`src/hdl/gfx_pkg.sv`:
```
/*
 * Tile layer shared definitions
 * Memory sizes, control page decode and fetch engine states
 */
`default_nettype none

package gfx_pkg;

    // Video RAM words: 2 pages x 32 rows x 32 columns
    localparam int VRAM_AW = 11;
    // Scroll RAM bytes, first 32 used as column scroll
    localparam int YRAM_AW = 8;
    // CPU byte address, bit 12 picks the VRAM high lane
    localparam int CPU_AW = 13;

    localparam int TILE_COLS = 32;
    localparam int LINE_PIXELS = 256;

    // Control space page, taken from cpu_addr[11:8]
    typedef enum logic [3:0] {
        PAGE_YRAM = 4'd0,
        PAGE_CFG  = 4'd3
    } vctrl_page_t;

    // Per-column fetch sequence
    typedef enum logic [2:0] {
        F_IDLE,
        F_CODE,
        F_SCROLL,
        F_ROM,
        F_WRITE
    } fetch_state_t;

endpackage

`default_nettype wire

```
`src/hdl/tile_cfg_if.sv`:
```
/*
 * Tile layer configuration bundle
 * Carries the decoded config bits from the registers to the fetch engine
 */
`timescale 1ns/1ps
`default_nettype none

interface tile_cfg_if;
    logic flip;
    logic page;
    logic video_en;
    logic col_scroll_en;

    // Register block drives, fetch engine listens
    modport regs (output flip, page, video_en, col_scroll_en);
    modport fetch (input flip, page, video_en, col_scroll_en);
endinterface

`default_nettype wire

```
`src/hdl/tilemap_fetch.sv`:
```
/*
 * Per-line tile fetch engine
 * Walks 32 columns on hs, reads scroll, map and ROM, then writes 8 pixels each
 */
`timescale 1ns/1ps
`default_nettype none

module tilemap_fetch (
    input  wire                         clk,
    input  wire                         rst,
    input  wire                         hs,
    input  wire  [8:0]                  vrender,
    input  wire  [15:0]                 vram_q,
    input  wire  [7:0]                  yram_q,
    input  wire                         scr_ok,
    input  wire  [31:0]                 scr_data,
    output logic [gfx_pkg::VRAM_AW-1:0] vram_addr,
    output logic [gfx_pkg::YRAM_AW-1:0] yram_addr,
    output logic [14:0]                 scr_addr,
    output logic                        scr_cs,
    output logic [7:0]                  lb_addr,
    output logic [7:0]                  lb_data,
    output logic                        lb_we,
    tile_cfg_if.fetch                   cfg
);
    import gfx_pkg::*;

    fetch_state_t state;
    logic         hs_l;
    logic         hs_rise;
    logic [4:0]   col;
    logic [2:0]   k;
    logic [7:0]   ybase;
    logic [7:0]   y_eff;
    logic [31:0]  pixels;

    assign hs_rise = hs & ~hs_l;

    // Scroll byte of the current column
    assign yram_addr = YRAM_AW'(col);

    // Effective line, scroll wraps within 256
    assign y_eff = ybase + (cfg.col_scroll_en ? yram_q : 8'd0);

    // Map word index: page, tile row, column
    assign vram_addr = {cfg.page, y_eff[7:3], col};

    // Address and strobe stay put until the state leaves F_ROM
    assign scr_addr = {vram_q[11:0], y_eff[2:0]};
    assign scr_cs   = (state == F_ROM);

    always_ff @(posedge clk or posedge rst) begin
        if (rst) begin
            state <= F_IDLE;
            hs_l  <= 1'b0;
            col   <= 5'd0;
            k     <= 3'd0;
            lb_we <= 1'b0;
        end else begin
            hs_l  <= hs;
            lb_we <= (state == F_WRITE);
            case (state)
                F_IDLE: begin
                    if (hs_rise) begin
                        col   <= 5'd0;
                        state <= F_SCROLL;
                    end
                end
                // yram_q valid at the end of this cycle
                F_SCROLL: state <= F_CODE;
                // map word lands in vram_q
                F_CODE: state <= F_ROM;
                F_ROM: begin
                    if (scr_ok) begin
                        k     <= 3'd0;
                        state <= F_WRITE;
                    end
                end
                F_WRITE: begin
                    k <= k + 3'd1;
                    if (k == 3'd7) begin
                        if (col == 5'(TILE_COLS - 1)) begin
                            state <= F_IDLE;
                        end else begin
                            col   <= col + 5'd1;
                            state <= F_SCROLL;
                        end
                    end
                end
                default: state <= F_IDLE;
            endcase
        end
    end

    // Line base, pixel shifter and buffer write data
    always_ff @(posedge clk) begin
        if (state == F_IDLE && hs_rise) begin
            ybase <= cfg.flip ? ~vrender[7:0] : vrender[7:0];
        end
        if (state == F_ROM && scr_ok) begin
            pixels <= scr_data;
        end else if (state == F_WRITE) begin
            // Leftmost pixel sits in the top nibble
            pixels <= pixels << 4;
        end
        lb_addr <= {col, k};
        lb_data <= cfg.video_en ? {vram_q[15:12], pixels[31:28]} : 8'd0;
    end

endmodule

`default_nettype wire

```
`src/flat_wrapper.sv`:
```
// flat-port wrapper written by rule: the top's interface ports become plain ports
module tilemap_fetch_flat import gfx_pkg::*;
  (clk, rst, hs, vrender, vram_q, yram_q, scr_ok, scr_data, vram_addr, yram_addr, scr_addr, scr_cs, lb_addr, lb_data, lb_we, cfg_flip, cfg_page, cfg_video_en, cfg_col_scroll_en);
  tile_cfg_if cfg_i ();
  input  wire clk;
  input  wire rst;
  input  wire hs;
  input  wire  [8:0] vrender;
  input  wire  [15:0] vram_q;
  input  wire  [7:0] yram_q;
  input  wire scr_ok;
  input  wire  [31:0] scr_data;
  output logic [gfx_pkg::VRAM_AW-1:0] vram_addr;
  output logic [gfx_pkg::YRAM_AW-1:0] yram_addr;
  output logic [14:0] scr_addr;
  output logic scr_cs;
  output logic [7:0] lb_addr;
  output logic [7:0] lb_data;
  output logic lb_we;
  input wire logic [$bits(cfg_i.flip)-1:0] cfg_flip;
  input wire logic [$bits(cfg_i.page)-1:0] cfg_page;
  input wire logic [$bits(cfg_i.video_en)-1:0] cfg_video_en;
  input wire logic [$bits(cfg_i.col_scroll_en)-1:0] cfg_col_scroll_en;
  assign cfg_i.flip = cfg_flip;
  assign cfg_i.page = cfg_page;
  assign cfg_i.video_en = cfg_video_en;
  assign cfg_i.col_scroll_en = cfg_col_scroll_en;
  tilemap_fetch u_core (.clk(clk), .rst(rst), .hs(hs), .vrender(vrender), .vram_q(vram_q), .yram_q(yram_q), .scr_ok(scr_ok), .scr_data(scr_data), .vram_addr(vram_addr), .yram_addr(yram_addr), .scr_addr(scr_addr), .scr_cs(scr_cs), .lb_addr(lb_addr), .lb_data(lb_data), .lb_we(lb_we), .cfg(cfg_i));
endmodule
```
`config.mk`:
```
export PLATFORM = sky130hd
export DESIGN_NAME = tilemap_fetch_flat
export DESIGN_NICKNAME = d
export VERILOG_FILES = /design/src/hdl/gfx_pkg.sv /design/src/hdl/tile_cfg_if.sv /design/src/hdl/tilemap_fetch.sv /design/src/flat_wrapper.sv
export SDC_FILE = /design/constraint.sdc
export NUM_CORES = 1
export LEC_CHECK = 0
export BUFFER_PORTS_ARGS = -buffer_cell sky130_fd_sc_hd__buf_2
export CAP_MARGIN = 20
export CORE_MARGIN = 1
export CORE_UTILIZATION = 34
export DETAILED_ROUTE_END_ITERATION = 8
export GPL_TIMING_DRIVEN = 0
export PLACE_DENSITY = 0.65
export SLEW_MARGIN = 20
export SYNTH_ARGS = -nofsm -noshare
export SYNTH_HDL_FRONTEND = slang
export SYNTH_SLANG_ARGS = --single-unit
```
`constraint.sdc`:
```
create_clock -name clk -period 2.9 [get_ports clk]
set_input_delay 0.435 -clock clk [delete_from_list [all_inputs] [get_ports clk]]
set_output_delay 0.435 -clock clk [all_outputs]
set_load 0.005 [all_outputs]
```
* Word level (Yosys, flattened, before mapping)
Cells that the tools add are included.
** Cells by class
- Add/subtract/negate cells :: 3
- Equality and inequality tests :: 10
- Multiplexer cells :: 15
- Bitwise logic cells :: 3
- Reduce and logical (&&, ||, !) cells :: 9
** Operator list (count)
- $mux W32 :: 2
- $mux W8 :: 2
- $mux W5 :: 3
- $pmux W3 S5 :: 1
- $mux W3 :: 4
- $pmux W5 S2 :: 1
- $add A8 B8 Y8 :: 1
- $not A8 Y8 :: 1
- $eq A3 B2 Y1 const B :: 2
- $eq A3 B3 Y1 const B :: 2
- $pmux W3 S2 :: 1
- $reduce_bool A2 Y1 :: 3
- $add A5 B1 Y5 const B :: 1
- $eq A5 B5 Y1 const B :: 1
- $ne A2 B1 Y1 const B :: 2
- $ne A2 B2 Y1 const B :: 2
- $reduce_and A4 Y1 :: 1
- $add A3 B1 Y3 const B :: 1
- $eq A3 B1 Y1 const B :: 1
- $logic_not A3 Y1 :: 1
- $reduce_and A3 Y1 :: 1
- $logic_and A1 B1 Y1 :: 2
- $mux W2 :: 1
- $reduce_and A2 Y1 :: 1
- 2 further kinds :: 2
** Storage, ports and cells
- Register bits after elaboration :: 69
- Input bits :: 73
- Output and inout bits :: 52
- Logic and storage cells :: 49

* Longest topological paths before layout
- Depth after elaboration :: 4
- Gate-level depth with buffers :: 8
- Mapped depth without buffers :: 8

* Worst setup path after synthesis
OpenSTA, ideal clock, no wires.
- Path type :: input-to-output
- Start point :: input port yram_q[0]
- End point :: output port vram_addr[8] (netlist bit)
- Data arrival time :: 1.791 ns
- Required time :: 2.465 ns
- Slack :: 0.674 ns
- Stages on the path :: 8
- Buffers on the path :: 0
- Cell sequence :: and2_1 > ha_1 > inv_1 > fa_1 > nor2b_1 > o31a_1 > or4_1 > nand3_1
** Between the ends
- Word-level cells in the longest chain between the ends :: 2
** RTL lines
- start: declaration :: RTL line flat_wrapper.sv:10 : input wire [7:0] yram_q;
- $mux W8 :: RTL line tilemap_fetch.sv:43 : assign y_eff = ybase + (cfg.col_scroll_en ? yram_q : 8'd0);
- $add A8 B8 Y8 :: RTL line tilemap_fetch.sv:43
- end: declaration :: RTL line flat_wrapper.sv:13 : output logic [gfx_pkg::VRAM_AW-1:0] vram_addr;
No other way between the ends.

* Worst setup path in the final report
- Start point :: register u_core.ybase[0]
- End point :: output port vram_addr[8] (netlist bit)
** Between the ends
- Word-level cells in the longest chain between the ends :: 1
** RTL lines
- start: declaration :: RTL line tilemap_fetch.sv:33 : logic [7:0] ybase;
- start signal: assignment :: RTL line tilemap_fetch.sv:98 : ybase <= cfg.flip ? ~vrender[7:0] : vrender[7:0];
- $add A8 B8 Y8 :: RTL line tilemap_fetch.sv:43
No other way between the ends.

==> results.json <==
{
  "cts_max_level": 3,
  "seqCellArea_mm2": 0.001847,
  "synthMuxAreaShare": 0.1046,
  "wl_per_cell_um": 12.26,
  "ys_ff_latch": 69,
  "finalWirelength_mm": 5.799,
  "slew_viol_final": 0,
  "path_max_fanout": 3,
  "grt_pass1_wl_mm": 9.377,
  "drive_above_1_share": 0.5014,
  "syn_avg_cell_area_um2": 13.11,
  "root_buffer": "clkbuf_8",
  "pwr-share-seq": 0.482,
  "end_kind": "output port",
  "row_count": 34,
  "combPwrFrac": 0.258,
  "grt_pass1_vias": 2034,
  "ios": 125,
  "routabilityCongestion": 0.7557,
  "via_per_inst": 4.537,
  "cts_tree": "yes",
  "fin_crit_sh": 0.8904,
  "synth_enable_flop_cells": 40,
  "peakVddDrop_uv": 316.7,
  "die_area_mm2": 0.009682,
  "ant_nets": 0,
  "yosysWarnings": 0,
  "fmax_mhz": 387.3,
  "multi_input_area_mm2": 0.001089,
  "netSwitchingFraction": 0.2802,
  "violations": "DRC",
  "fin_tns_setup_ns": 0,
  "status": "complete, but fails checks",
  "die_x_um": 98.40,
  "path_clk_slew_ns": 0.07,
  "drc": 7,
  "crit_arrival_ns": 2.15,
  "fillers": 812,
  "synth_fa_ha_area_frac": 0.04990,
  "p_switching_uw": 870.5,
  "layout.nets": 445,
  "final_cell_area_mm2": 0.004043,
  "crit_path_start_kind": "flip-flop",
  "drtIter0Drc": 67,
  "num_antenna_cells": 0,
  "synth_top_family_by_area": "simple AND/OR/NAND/NOR gates",
  "synth_cells": 241,
  "vias": 2146,
  "critical_path_class": "flip-flop to output port",
  "setup_violations": 0,
  "fin_crit_ns": 2.582,
  "timing.hold.ws_ns": 0.1278,
  "hp-class": "primary input to async pin",
  "clockBufferDepth": 2,
  "ys_seq_area_frac": 0.5846,
  "start_util": 0.3570,
  "post_cts_buffers": 0,
  "first_pass_iters": 8,
  "fp.dieH_um": 98.40,
  "critPathRequiredTime_ns": 2.47,
  "antenna_found_initial": 0,
  "grt_overflow": 0,
  "finalHoldViolCount": 0,
  "skew_ns": 0.01020,
  "grtUsageTotal": 0.1252,
  "fin_total_pwr_uw": 3107,
  "cts_buffers": 9,
  "tightest_slew_ns": 0.7570,
  "p_int_uw": 2237,
  "placed_cell_area_mm2": 0.003835,
  "maxSlewHeadroom": 0.4936,
  "synthToLayoutAreaGrowth_pct": 27.96,
  "synth-simple-area-share": 0.1057,
  "synth_ff_type": "edfxtp_1",
  "synthXorXnorAreaFrac": 0.03604,
  "clk-insertion-delay-late_ns": 0.34,
  "ctsResizeCount": 0,
  "maxCapViolations": 0,
  "power_density_mw_per_mm2": 768.6,
  "core_mm2": 0.008848,
  "grt_setup_unrepaired": "no",
  "ctsHoldBuffers": 0,
  "synthArstFlopShare": 0.1884,
  "place_hpwl_mm": 4.311,
  "synth.distinct_cells": 41,
  "io_buffers": 106,
  "p_clk_frac": 0.260,
  "synth_area_mm2": 0.003159,
  "leakage_uw": 0.001876,
  "grt_max_degree": 33,
  "clock-sinks": 69,
  "synth-compound-area-share": 0.04396
}
==> cell type report <==
cell class / instances / area share
buffer: 27 / 0.04952
clock buffer: 10 / 0.03405
clock inverter: 6 / 0.01733
inverter: 9 / 0.008357
multi-input combinational: 138 / 0.2693
sequential: 69 / 0.4568
tap: 108 / 0.03343
timing repair buffer: 106 / 0.1312
==> per-stage QoR <==
| stage | std cells | util | setup slack, ns |
|---|---|---|---|
| final | 473 | 0.4569 | 0.3180 |
| after floorplan | 243 | - | 0.6738 |
| after global placement | 457 | 0.4331 | 0.2706 |
| after global routing | 473 | 0.4569 | 0.1900 |
| after detailed placement | 457 | 0.4334 | 0.3270 |
| after CTS | 473 | 0.4569 | 0.2844 |
==> power groups by stage <==
stage / logic, uW / registers, uW / clock network (uW)
2_1_floorplan: 539 / 1500 / 0
3_3_place_gp: 794 / 1510 / 0
3_5_place_dp: 819 / 1520 / 0
4_1_cts: 820 / 1500 / 841
5_1_grt: 890 / 1530 / 880
6_report: 801 / 1500 / 808
==> final timing paths <==
check | startpoint | end | slack, ns | depth (start not counted)
setup / recovery | u_core.ybase[0] | vram_addr[8] | 0.32 | 8
hold / removal | rst | u_core.hs_l | 0.13 | 2
setup reg to reg | u_core.state[2] | u_core.pixels[6] | 0.72 | 5
hold reg to reg | u_core.k[1] | u_core.lb_addr[1] | 0.42 | 0
max in group asynchronous | rst | u_core.col[4] | 2.42 | 2
min in group clk | hs | u_core.hs_l | 0.22 | 1
==> synthesized netlist by cell type, types with 2 or more instances <==
| cell | instances | share of area |
|---|---|---|
| and2_1 | 14 | 0.028 |
| dfrtp_1 | 13 | 0.10 |
| a21oi_1 | 6 | 0.0095 |
| ha_1 | 11 | 0.044 |
| a31oi_1 | 2 | 0.0040 |
| and3_1 | 6 | 0.012 |
| inv_1 | 9 | 0.011 |
| xor2_1 | 9 | 0.025 |
| nand3_1 | 7 | 0.011 |
| xnor2_1 | 4 | 0.011 |
| nand2_1 | 13 | 0.015 |
| nand4_1 | 2 | 0.0040 |
| nor2_1 | 5 | 0.0059 |
| mux2_2 | 28 | 0.10 |
| dfxtp_1 | 16 | 0.10 |
| o21ai_0 | 8 | 0.013 |
| edfxtp_1 | 40 | 0.38 |
| buf_4 | 24 | 0.057 |
| nor3_1 | 2 | 0.0032 |
==> kinds of logic (layout without fill, tap and decap cells) <==
family | after synthesis | in the layout
AO/OA/AOI/OAI | 23 | 23
XOR/XNOR | 13 | 13
adder cells (fa/ha/maj) | 12 | 12
buffers and inverters | 36 | 158
flip-flops | 69 | 69
multiplexers | 29 | 29
other | 1 | 3
AND/OR/NAND/NOR | 58 | 58
==> metal layers <==
metal | track usage | vias to the layer above | part of all wire
li1 | - | 1065 | -
met1 | 0.1552 | 991 | 0.43
met2 | 0.2010 | 83 | 0.48
met3 | 0.04581 | 7 | 0.080
met4 | 0.04478 | 0 | 0.010
met5 | 0 | - | 0
==> cells in the final DEF, fill, tap and decap left out, types with 7 or more instances in the layout <==
cell type	n
buf_4	24
ha_1	11
xor2_1	9
dfxtp_1	16
and2_1	14
buf_2	106
clkbuf_8	10
nand3_1	7
o21ai_0	8
dfrtp_1	13
nand2_1	12
edfxtp_1	40
mux2_2	28
inv_1	9
==> state kept, by name (all words and copies together) (netlist names) <==
name	cells
u_core.col	5
u_core.hs_l	1
u_core.k	3
u_core.lb_addr	8
u_core.lb_data	8
u_core.lb_we	1
u_core.pixels	32
u_core.state	3
u_core.ybase	8
==> critical path: stages (launching register included) <==
cell and delay [ns]:
edfxtp_1 0.37, ha_1 0.23, inv_1 0.07, fa_1 0.19
nor2b_1 0.07, o31a_1 0.27, or4_1 0.41, nand3_1 0.09
buf_2 0.11
Power figures use the tool's default switching activity.
