### config.mk
export PLATFORM = sky130hd
export DESIGN_NAME = gfx_regs_flat
export DESIGN_NICKNAME = d
export VERILOG_FILES = /design/src/hdl/gfx_pkg.sv /design/src/hdl/tile_cfg_if.sv /design/src/hdl/gfx_regs.sv /design/src/flat_wrapper.sv
export SDC_FILE = /design/constraint.sdc
export NUM_CORES = 1
export LEC_CHECK = 0
export ABC_AREA = 1
export ABC_CLOCK_PERIOD_IN_PS = 800
export BUFFER_PORTS_ARGS = -buffer_cell sky130_fd_sc_hd__buf_2
export CORE_AREA = 3 3 49 51
export CTS_CLUSTER_DIAMETER = 40
export CTS_CLUSTER_SIZE = 16
export DETAILED_ROUTE_END_ITERATION = 12
export DIE_AREA = 0 0 52 54
export GPL_TIMING_DRIVEN = 0
export PLACE_DENSITY = 0.7
export SYNTH_ARGS = -nofsm -noshare
export SYNTH_HDL_FRONTEND = slang
export SYNTH_SLANG_ARGS = --single-unit
### constraint.sdc
create_clock -name clk -period 0.8 [get_ports clk]
set_input_delay 0.08 -clock clk [delete_from_list [all_inputs] [get_ports clk]]
set_output_delay 0.08 -clock clk [all_outputs]
set_load 0.02 [all_outputs]
### src/hdl/gfx_pkg.sv
/*
 * Tile layer shared definitions
 * Memory sizes, control page decode and fetch engine states
 */
`default_nettype none

package gfx_pkg;

    // Video RAM words: 2 pages x 32 rows x 32 columns
    localparam int VRAM_AW = 11;
    // Scroll RAM bytes, first 32 used as column scroll
    localparam int YRAM_AW = 8;
    // CPU byte address, bit 12 picks the VRAM high lane
    localparam int CPU_AW = 13;

    localparam int TILE_COLS = 32;
    localparam int LINE_PIXELS = 256;

    // Control space page, taken from cpu_addr[11:8]
    typedef enum logic [3:0] {
        PAGE_YRAM = 4'd0,
        PAGE_CFG  = 4'd3
    } vctrl_page_t;

    // Per-column fetch sequence
    typedef enum logic [2:0] {
        F_IDLE,
        F_CODE,
        F_SCROLL,
        F_ROM,
        F_WRITE
    } fetch_state_t;

endpackage

`default_nettype wire

### src/hdl/tile_cfg_if.sv
/*
 * Tile layer configuration bundle
 * Carries the decoded config bits from the registers to the fetch engine
 */
`timescale 1ns/1ps
`default_nettype none

interface tile_cfg_if;
    logic flip;
    logic page;
    logic video_en;
    logic col_scroll_en;

    // Register block drives, fetch engine listens
    modport regs (output flip, page, video_en, col_scroll_en);
    modport fetch (input flip, page, video_en, col_scroll_en);
endinterface

`default_nettype wire

### src/hdl/gfx_regs.sv
/*
 * CPU side of the tile layer
 * Address decode, RAM write enables, config registers and read-back mux
 */
`timescale 1ns/1ps
`default_nettype none

module gfx_regs (
    input  wire                        clk,
    input  wire                        rst,
    input  wire                        cpu_rnw,
    input  wire  [gfx_pkg::CPU_AW-1:0] cpu_addr,
    input  wire  [7:0]                 cpu_wdata,
    input  wire                        vram_cs,
    input  wire                        vctrl_cs,
    input  wire  [15:0]                vram_q,
    input  wire  [7:0]                 yram_q,
    output logic [1:0]                 vram_we,
    output logic                       yram_we,
    output logic [7:0]                 cpu_din,
    tile_cfg_if.regs                   cfg
);
    import gfx_pkg::*;

    vctrl_page_t page_sel;
    logic        yram_cs;
    logic        cfg_cs;
    logic [7:0]  cfg_r [0:3];
    // Read source, held for one cycle to match RAM latency
    logic        rd_vram;
    logic        rd_hi;
    logic        rd_yram;

    // Page field of the control space
    assign page_sel = vctrl_page_t'(cpu_addr[11:8]);
    assign yram_cs  = vctrl_cs && (page_sel == PAGE_YRAM);
    assign cfg_cs   = vctrl_cs && (page_sel == PAGE_CFG);

    // Bit 12 steers the byte into one VRAM lane
    assign vram_we = {2{vram_cs & ~cpu_rnw}} & {cpu_addr[12], ~cpu_addr[12]};
    assign yram_we = yram_cs & ~cpu_rnw;

    always_ff @(posedge clk or posedge rst) begin
        if (rst) begin
            for (int i = 0; i < 4; i++) begin
                cfg_r[i] <= 8'd0;
            end
            rd_vram <= 1'b0;
            rd_hi   <= 1'b0;
            rd_yram <= 1'b0;
        end else begin
            if (cfg_cs && !cpu_rnw) begin
                cfg_r[cpu_addr[1:0]] <= cpu_wdata;
            end
            rd_vram <= vram_cs & cpu_rnw;
            rd_hi   <= cpu_addr[12];
            rd_yram <= yram_cs & cpu_rnw;
        end
    end

    // Config and unmapped reads float high
    assign cpu_din = rd_yram ? yram_q :
                     rd_vram ? (rd_hi ? vram_q[15:8] : vram_q[7:0]) : 8'hff;

    // Layer controls
    assign cfg.flip          = cfg_r[0][6];
    assign cfg.video_en      = cfg_r[0][4];
    assign cfg.page          = cfg_r[1][6];
    assign cfg.col_scroll_en = cfg_r[1][4];

endmodule

`default_nettype wire

### src/flat_wrapper.sv
// flat-port wrapper written by rule: the top's interface ports become plain ports
module gfx_regs_flat import gfx_pkg::*;
  (clk, rst, cpu_rnw, cpu_addr, cpu_wdata, vram_cs, vctrl_cs, vram_q, yram_q, vram_we, yram_we, cpu_din, cfg_flip, cfg_page, cfg_video_en, cfg_col_scroll_en);
  tile_cfg_if cfg_i ();
  input  wire clk;
  input  wire rst;
  input  wire cpu_rnw;
  input  wire  [gfx_pkg::CPU_AW-1:0] cpu_addr;
  input  wire  [7:0] cpu_wdata;
  input  wire vram_cs;
  input  wire vctrl_cs;
  input  wire  [15:0] vram_q;
  input  wire  [7:0] yram_q;
  output logic [1:0] vram_we;
  output logic yram_we;
  output logic [7:0] cpu_din;
  output wire logic [$bits(cfg_i.flip)-1:0] cfg_flip;
  output wire logic [$bits(cfg_i.page)-1:0] cfg_page;
  output wire logic [$bits(cfg_i.video_en)-1:0] cfg_video_en;
  output wire logic [$bits(cfg_i.col_scroll_en)-1:0] cfg_col_scroll_en;
  assign cfg_flip = cfg_i.flip;
  assign cfg_page = cfg_i.page;
  assign cfg_video_en = cfg_i.video_en;
  assign cfg_col_scroll_en = cfg_i.col_scroll_en;
  gfx_regs u_core (.clk(clk), .rst(rst), .cpu_rnw(cpu_rnw), .cpu_addr(cpu_addr), .cpu_wdata(cpu_wdata), .vram_cs(vram_cs), .vctrl_cs(vctrl_cs), .vram_q(vram_q), .yram_q(yram_q), .vram_we(vram_we), .yram_we(yram_we), .cpu_din(cpu_din), .cfg(cfg_i));
endmodule
Word level (Yosys, flattened, before mapping)
Index checks and enable logic that the tools add are counted.
- order comparisons: 2
- equality and inequality tests: 1
- multiplexer cells: 6
- bitwise operators: 8
- reductions and logical operators: 6
- operators with widths (kind ; number):
    bitwise mux 32 bit ; 1
    two-way mux 8 bit ; 4
    demux 8 bit (select 2 bit) ; 1
    AND 1 bit ; 4
    == test 4 x 2 -> 1 bit, second input constant ; 1
    logical AND 1 bit ; 4
    logical NOT 4 bit ; 1
    greater-or-equal comparator 3 bit, second input constant ; 1
    less-than comparator 3 x 1 -> 1 bit, second input constant ; 1
    NOT 2 -> 3 bit ; 1
    AND 2 bit ; 1
    NOT 1 bit ; 2
    logical NOT 1 bit ; 1
- register bits after elaboration: 35
- input port bits: 50
- output and inout bits: 15
- word-level logic and storage cells: 30

Logic depth before layout (Yosys ltp)
Gate-level depths: netlist of the first run.
- depth in word-level cells: 6
- depth in mapped cells: 6
- mapped depth without buffers: 6

Least setup slack after synthesis of the first run
No wires, ideal clock.
- path kind: flip-flop to output port
- start: register u_core.rd_hi
- end: output port cpu_din[0]
- arrival: 1.038 ns
- required time: 0.720 ns
- slack: -0.318 ns
- stages on the path, launching flop included: 5
- buffers on the path: 1
- path through: dfrtp_1 > buf_2 > inv_4 > nand2_1 > a31oi_1
- longest elaborated chain between the ends: 3
- ends and longest elaborated chain (element ; line ; source):
    start: declaration ; gfx_regs.sv:31 ; logic rd_hi;
    start signal: assignment ; gfx_regs.sv:56 ; rd_hi <= cpu_addr[12];
    two-way mux 8 bit (2 in a row) ; gfx_regs.sv:63 ; rd_vram ? (rd_hi ? vram_q[15:8] : vram_q[7:0]) : 8'hff;
    two-way mux 8 bit ; gfx_regs.sv:62 ; assign cpu_din = rd_yram ? yram_q :
    end: declaration ; flat_wrapper.sv:16 ; output logic [7:0] cpu_din;
No other way between the ends.

Final worst setup path of the first run
- start: register u_core.rd_hi
- end: output port cpu_din[4]
Same word-level chain as after synthesis.

==> results of run 1 <==
power by group:
part / switching [µW] / leakage [µW] / total (µW) / internal (µW)
Combinational: 252 / 0.000484 / 502 / 250
Clock: 126 / 0.0000150 / 316 / 190
Sequential: 22.1 / 0.0000920 / 399 / 377
Total: 400 / 0.000591 / 1220 / 817
logic make-up after synthesis:
| family | after synthesis | share of synthesized area |
|---|---|---|
| compound gates | 8 | 0.0990 |
| buf+inv | 9 | 0.0742 |
| flops | 7 | 0.347 |
| simple gates | 53 | 0.480 |
per-stage QoR:
step                setup TNS, ns  cell area (µm²)  utilization  cells  hold slack, ns
CTS                         -4.04             1140        0.574    168          0.0425
detailed placement          -3.01              925        0.467    156          0.0228
floorplan                   -1.63              631            -     77          -0.117
finish                      -4.04             1170        0.589    168          0.0501
global placement            -2.93              925        0.467    156          0.0134
global route                -4.55             1170        0.589    168          0.0582
layer usage:
| metal | up-vias | part of all wire |
|---|---|---|
| met4 | 0 | 0 |
| met1 | 348 | 0.34 |
| met3 | 0 | 0.11 |
| met5 | - | 0 |
| met2 | 49 | 0.55 |
| li1 | 382 | - |
cells in the mapped netlist (all sizes together):
cell type	count
dfrtp	7
nand4	4
nand3	3
a31oi	8
buf	1
inv	8
nand2	28
nor2	18
how the worst max path moves through the flow:
stage | startpoint | endpoint | slack [ns] | depth (start not counted)
final | u_core.rd_hi | cpu_din[4] | -0.49 | 4
after CTS | u_core.rd_hi | cpu_din[0] | -0.48 | 4
after floorplan | u_core.rd_yram | cpu_din[0] | -0.20 | 2
after global placement | u_core.rd_yram | cpu_din[7] | -0.36 | 3
after detailed placement | u_core.rd_yram | cpu_din[2] | -0.37 | 3
after global routing | u_core.rd_hi | cpu_din[0] | -0.54 | 4
timing repair:
item / CTS / global route
endpoints found under the hold margin: 8 / 0
pin swaps: 4 / 3
buffers inserted: 7 / 0
gates resized for setup: 38 / 10
hold buffers: 2 / 0
endpoints found under the setup margin: 13 / 13
sequential cells by signal, summed over array words and instances (netlist names):
| register | count |
|---|---|
| u_core.cfg.page | 1 |
| u_core.rd_vram | 1 |
| u_core.rd_yram | 1 |
| u_core.cfg.flip | 1 |
| u_core.cfg.video_en | 1 |
| u_core.rd_hi | 1 |
| u_core.cfg.col_scroll_en | 1 |
worst min-delay path, cell delays in order:
cell     delay [ns]
buf_2          0.09
nand2_1        0.05
inv_1          0.04
area by class of cell:
| class | count | area (µm²) | share of cell area |
|---|---|---|---|
| Tap cell | 27 | 33.8 | 0.0289 |
| Sequential cell | 7 | 176 | 0.151 |
| Timing Repair Buffer | 61 | 430 | 0.369 |
| Clock buffer | 4 | 26.3 | 0.0225 |
| Inverter | 8 | 35.0 | 0.0300 |
| Multi-Input combinational cell | 61 | 465 | 0.399 |
layout by cell type, fill, tap and decap left out, types with 4 or more instances in the layout:
| cell type | instances |
|---|---|
| a31oi_4 | 8 |
| buf_2 | 39 |
| buf_4 | 5 |
| buf_6 | 14 |
| dfrtp_1 | 6 |
| inv_1 | 4 |
| nand2_1 | 16 |
| nand2_2 | 8 |
| nand2_4 | 4 |
| nand4_1 | 4 |
| nor2_1 | 15 |
==> results.toml, run 1 <==
[finish]
n_fill_cell = 178
drive_above_1_share = 0.652
area_growth_pct = 131
diodes = 0
layout.nets = 192

[floorplanning]
dieArea_um2 = 2810
start_util = 0.255
die_w_um = 52
coreArea_um2 = 1980
io_pins = 65
die_height_um = 54
rows = 16

[pwr]
p_leak_uw = 0.000591
finalPower_uw = 1220
p_per_area_nw_per_um2 = 1040
ir_drop_uv = 983

[sta]
period_share = 1.62
max_freq_mhz = 773
tightest_slew_ns = 0.292
final.min_clock_period_ns = 1.29
layout_setup_ws_ns = -0.494
skew_ns = 0
setup_viol = 12
maxSlewHeadroom = 0.805
rsz0062_at_grt = "true"
slew_violations = 0
hold_viol = 0

[setup_path]
crit_family = "flip-flops"
crit_arrival_ns = 1.21
ff2ff_path_depth = 3
r2r-start = "u_core.cfg.flip"
r2r_end = "u_core.cfg.flip"
end_kind = "primary output"
path_max_fanout = 8
path_cells = "clkinv_4, nand2_4, a31oi_4, buf_6"
worstSetupStartpointType = "register"
crit_type = "register to primary output"
crit_buf_inv = 2
regToRegSetupSlack_ns = 0.06
cp_slowest_stage_delay_ns = 0.46
critPathRequiredTime_ns = 0.72
slowest_stage = "dfrtp_2"

[synth]
ys_ff_latch = 7
yosys.area.top_type = "dfrtp_1"
avgSynthCellArea_um2 = 6.56
synth_area_leaders = "dfrtp_1 35%, nand2_1 20%, nor2_1 11%"
yosysSeqAreaShare = 0.347
synthDistinctLibCells = 14
netlist_area_um2 = 505
syn_nets = 127
synth_cells = 77
synth_top_area_frac = 0.347
synth_warnings = 0

[worst_hold_path]
min_path_cells = 3
hold_path.startpoint = "vram_cs"
holdCritPathClass = "input pin to register"
whs_endpoint = "u_core.rd_vram"

[global_routing]
antenna_found_initial = 0
gr-usage-met1 = 0.126
grt_pass1_wl_um = 3150
met2_usage = 0.341
busiest_layer = "met2"
grt_max_degree = 9
grt_use_total = 0.150
gr-total-overflow = 0
use_met3 = 0.0332
grt_pass1_vias = 774

[placed_design]
post-place-ws_ns = -0.373
dp_hpwl_um = 1370
io_buffer_count = 52
place.gp.congestion = 0.675

[cts]
insertion_delay_ns = 0.24
cts_tree = "done"
cts_root_buf = "clkbuf_4"
clock_path_buffers = 2
clk_pin_slew_ns = 0.05
numCtsBuffers = 3
htree_levels = 1
cts.sink_count = 7

[route]
finalWirelength_um = 2030
num_vias = 779
vias_per_cell = 4.64
drt_iter0_markers = 8
ant_nets = 0
wl_per_cell_um = 12.1
firstDrtPassIters = 4
drc = 0

[status]
outcome = "finished with violations"
violations = "setup timing"

[flow_run]
maxCapViolCount = 0
(Power assumes the default switching activity.)
==> inputs of run 2 (changes only) <==
Settings changed: ABC_AREA 1 to 0, CTS_CLUSTER_DIAMETER 40 to 150.
==> run 2 against run 1 <==
The run still ends with setup timing left. Maximum frequency down 3.7%. Sequential share of layout area down 0.71 points. Count of clock-buffer cells in the layout did not move. Via count shrank 18%. Sequential power decreased by 2%. Cell area increased by 4.9%. Sequential cell count did not move. Total power grew 2.7%. Non-clock buffer count decreased by 3. Worst setup slack lost 0.050 ns. Largest cell class unchanged.
==> results.toml, run 2 <==
[cts]
cts_tree = "done"
clock_path_buffers = 2
insertion_delay_ns = 0.25
clk_pin_slew_ns = 0.05
cts_root_buf = "clkbuf_4"
numCtsBuffers = 3
cts.sink_count = 7
htree_levels = 1

[sta]
tightest_slew_ns = 0.272
final.min_clock_period_ns = 1.34
skew_ns = 0
hold_viol = 0
fin_setup_tns_ns = -4.60
rsz0062_at_grt = "true"
setup_viol = 15
max_freq_mhz = 744
maxSlewHeadroom = 0.819
slew_violations = 0
period_share = 1.68
holdWs_ns = 0.0768
layout_setup_ws_ns = -0.544

[setup_path]
ff2ff_path_depth = 1
regToRegSetupSlack_ns = 0.03
cp_slowest_stage_delay_ns = 0.36
r2r-start = "u_core.cfg.col_scroll_en"
path_cells = "buf_12, mux2i_4, a21oi_4, buf_6"
crit_type = "register to primary output"
r2r_end = "u_core.cfg.col_scroll_en"
end_kind = "primary output"
path_max_fanout = 8
crit_family = "flip-flops"
crit_buf_inv = 2
crit_arrival_ns = 1.26
slowest_stage = "dfrtp_1"
critPathRequiredTime_ns = 0.72
worstSetupStartpointType = "register"

[route]
num_vias = 638
ant_nets = 0
drc = 0
drt_iter0_markers = 1
vias_per_cell = 4.66
finalWirelength_um = 1790
firstDrtPassIters = 3
wl_per_cell_um = 13.1

[synth]
synth_ff_type = "dfrtp_1"
synth_edf_count = 0
synth_top_area_frac = 0.351
synth_warnings = 0
ys_ff_latch = 7
synthDistinctLibCells = 19
avgSynthCellArea_um2 = 9.98
syn_nets = 100
async_flop_share = 1.00
yosysSeqAreaShare = 0.351
yosys.area.top_type = "dfrtp_1"
synth.cells.most_frequent = "9 x nor2b_1, 8 x a21oi_1, 8 x mux2i_1"
synth_cells = 50
synth.most_common_cell = "nor2b_1"
netlist_area_um2 = 499
synth_area_leaders = "dfrtp_1 35%, mux2i_1 16%, nor2b_1 11%"

[placed_design]
post-place-ws_ns = -0.345
dp.cells = 129
io_buffer_count = 52
dp_hpwl_um = 1250
place.gp.congestion = 0.625

[pwr]
finalPower_uw = 1250
ir_drop_uv = 789
p_per_area_nw_per_um2 = 1020
p_leak_uw = 0.000557

[flow_run]
maxCapViolCount = 0

[finish]
drive_above_1_share = 0.800
diodes = 0
area_growth_pct = 145
final_common_cell = "buf_2"
regArea_um2 = 176
layout.nets = 161
n_fill_cell = 157
layout_common_cells = "36 x buf_2, 13 x buf_6, 9 x nor2b_1"
multiInputGateArea_um2 = 544
instances_no_fill = 137

[floorplanning]
rows = 16
die_height_um = 54
die_w_um = 52
start_util = 0.252
dieArea_um2 = 2810
coreArea_um2 = 1980
io_pins = 65

[global_routing]
grt_use_total = 0.137
gr-total-overflow = 0
antenna_found_initial = 0
grt_max_degree = 9
grt_pass1_wl_um = 2860
grt_pass1_vias = 655

[status]
violations = "setup timing"
outcome = "finished with violations"

[worst_hold_path]
whs_endpoint = "u_core.cfg.video_en"
min_path_cells = 2
holdCritPathClass = "input pin to register"
hold_path.startpoint = "cpu_wdata[4]"
==> run 2: metal layers <==
metal	global-route usage	share of wire
met1	0.151	0.39
met2	0.245	0.46
met3	0.0360	0.14
met4	0.0655	0.0078
met5	0	0
==> run 2: report_power, final <==
group | internal (µW) | leakage, µW | switching [µW]
registers | 377 | 0.0000912 | 15.7
logic | 305 | 0.000450 | 236
clock network | 190 | 0.0000150 | 125
==> run 2: layout make-up <==
| type | instances | area share |
|---|---|---|
| multi-input cells | 40 | 0.444 |
| repair buffers | 56 | 0.332 |
| flip-flops and latches | 7 | 0.144 |
| inverters | 1 | 0.00306 |
| well taps | 27 | 0.0276 |
| clock buffers | 4 | 0.0215 |
| plain buffers | 2 | 0.0276 |
==> run 2: cells by family (layout without fill, tap and decap cells) <==
group | after synthesis | in the layout | share of synthesized area
buf+inv | 3 | 63 | 0.0250
mux | 12 | 12 | 0.251
compound gates | 8 | 8 | 0.0802
simple gates | 20 | 20 | 0.293
flops | 7 | 7 | 0.351
==> run 2: what timing repair did <==
action | 4_1_cts | 5_1_grt
buffers inserted | 2 | 0
hold buffers | 2 | 0
endpoints found under the hold margin | 8 | 0
setup endpoints to repair | 15 | 15
gates cloned | 0 | 0
resized for setup | 45 | 4
pin swaps | 5 | 4
==> run 2: stage by stage <==
step	instance area, µm²	utilization
detailed placement	945	0.477
global placement	945	0.477
global route	1220	0.618
finish	1220	0.618
CTS	1210	0.610
floorplan	651	-
==> run 2: worst max path at each step <==
| stage | start | endpoint | slack, ns | cells after the start |
|---|---|---|---|---|
| 2_1_floorplan | u_core.rd_hi | cpu_din[1] | -0.15 | 3 |
| 3_3_place_gp | u_core.rd_yram | cpu_din[7] | -0.34 | 4 |
| 3_5_place_dp | u_core.rd_yram | cpu_din[7] | -0.35 | 4 |
| 4_1_cts | u_core.rd_hi | cpu_din[3] | -0.55 | 4 |
| 5_1_grt | u_core.rd_hi | cpu_din[0] | -0.61 | 4 |
| 6_report | u_core.rd_hi | cpu_din[5] | -0.54 | 4 |
==> inputs of run 3 (changes only) <==
--- a/constraint.sdc
+++ b/constraint.sdc
@@ -3,2 +3,2 @@
 set_output_delay 0.08 -clock clk [all_outputs]
-set_load 0.02 [all_outputs]
+set_load 0.05 [all_outputs]
==> run 3 against run 2 <==
The run still ends with setup timing left. Worst setup slack got worse by 0.029 ns. Sequential power increased by 1%. First-iteration DRC count rose by 100%. Sequential cell count did not move. Register-to-register slack got worse by 0.03 ns. Maximum frequency is 2.1% lower. Die area unchanged. Critical path type unchanged.
==> results.toml, run 3 (synthesized netlist as in run 2, its figures left out) <==
[pwr]
pwr-share-comb = 0.480
p_switching_uw = 466
p_per_area_nw_per_um2 = 1080
p_leak_uw = 0.000554
ir_drop_uv = 778
p_seq_frac = 0.296
sw_frac_of_total = 0.347
finalPower_uw = 1340
pwr-share-clk = 0.225
p_int_uw = 876

[floorplanning]
die_height_um = 54
coreArea_um2 = 1980
rows = 16
io_pins = 65
die_w_um = 52
dieArea_um2 = 2810
start_util = 0.252

[route]
route.met3.wl_um = 262
ant_nets = 0
wl_per_cell_um = 13.8
vias_per_cell = 4.69
wl_met2_um = 985
met1_length_um = 629
num_vias = 643
drc = 0
drt_iter0_markers = 2
firstDrtPassIters = 4
highest_layer = "met4"
finalWirelength_um = 1890

[cts]
cts_root_buf = "clkbuf_4"
insertion_delay_ns = 0.24
cts_tree = "done"
cts.sink_count = 7
numCtsBuffers = 3
clock_path_buffers = 2
htree_levels = 1
clk_pin_slew_ns = 0.05

[setup_path]
path_max_fanout = 8
crit_arrival_ns = 1.29
crit_type = "register to primary output"
end_kind = "primary output"
ff2ff_path_depth = 1
r2r_end = "u_core.cfg.page"
worstSetupStartpointType = "register"
regToRegSetupSlack_ns = 0
critPathRequiredTime_ns = 0.72
r2r-start = "u_core.cfg.page"

[global_routing]
grt_pass1_vias = 679
grt_use_total = 0.142
grt_pass1_wl_um = 2930
gr-total-overflow = 0
antenna_found_initial = 0
grt_max_degree = 9

[sta]
period_share = 1.72
final.min_clock_period_ns = 1.37
rsz0062_at_grt = "true"
layout_setup_ws_ns = -0.573
slew_violations = 0
skew_ns = 0
hold_viol = 0
setup_viol = 15
tightest_slew_ns = 0.251
fin_setup_tns_ns = -5.09
max_freq_mhz = 728
maxSlewHeadroom = 0.833
holdWs_ns = 0.0873

[placed_design]
dp_hpwl_um = 1310
io_buffer_count = 52
place.gp.congestion = 0.605
dp.cells = 129

[flow_run]
maxCapViolCount = 0

[finish]
diodes = 0
drive_above_1_share = 0.836
final_common_cell = "buf_2"
area_growth_pct = 149
layout_common_cells = "36 x buf_2, 13 x buf_6, 9 x nor2b_1"
instances_no_fill = 137
post-route-util = 0.626
layout.nets = 161

[status]
outcome = "finished with violations"
violations = "setup timing"

[worst_hold_path]
min_path_cells = 2
holdCritPathClass = "input pin to register"
whs_endpoint = "u_core.cfg.video_en"
hold_path.startpoint = "cpu_wdata[4]"
==> run 3: worst max path at each step <==
stage / from / end / slack [ns] / depth (start not counted)
6_report: u_core.rd_hi / cpu_din[1] / -0.57 / 4
5_1_grt: u_core.rd_hi / cpu_din[4] / -0.62 / 4
4_1_cts: u_core.rd_hi / cpu_din[2] / -0.59 / 4
3_5_place_dp: u_core.rd_yram / cpu_din[2] / -0.43 / 4
3_3_place_gp: u_core.rd_yram / cpu_din[2] / -0.42 / 4
2_1_floorplan: u_core.rd_hi / cpu_din[1] / -0.28 / 3
==> run 3: worst max-delay path, cell delays in order (launching register included) <==
cell and delay (ns):
dfrtp_1 0.39, buf_12 0.16, mux2i_4 0.19, a21oi_4 0.13, buf_6 0.17
==> run 3: power by group through the flow <==
stage               sequential (µW)  clock (µW)  combinational, µW
global route                    399         331                671
detailed placement              398           0                482
global placement                396           0                472
CTS                             397         312                634
finish                          397         301                643
floorplan                       455           0                256
==> run 3: stage by stage <==
| stage | setup WS [ns] | area (µm²) |
|---|---|---|
| floorplan | -0.279 | 663 |
| global placement | -0.420 | 957 |
| detailed placement | -0.434 | 957 |
| CTS | -0.588 | 1230 |
| global route | -0.621 | 1240 |
| finish | -0.573 | 1240 |
==> run 3: per-layer routing <==
metal / vias to the layer above / global-route usage
met5: - / 0
met4: 0 / 0.0524
met3: 2 / 0.0388
met2: 51 / 0.299
met1: 289 / 0.124
li1: 301 / -
==> run 3: what timing repair did <==
item,in CTS,in global routing
setup buffers,2,0
hold endpoints to repair,8,0
pin swaps,11,1
gates resized for setup,50,2
setup endpoints to repair,17,16
hold buffers,2,0
==> run 3: final cells by class <==
cell class                      instances  area [µm²]
Fill cell                             152         741
Tap cell                               27        33.8
Multi-Input combinational cell         40         556
Buffer                                  2        33.8
Inverter                                1        3.75
Clock buffer                            4        26.3
Sequential cell                         7         181
Timing Repair Buffer                   56         407
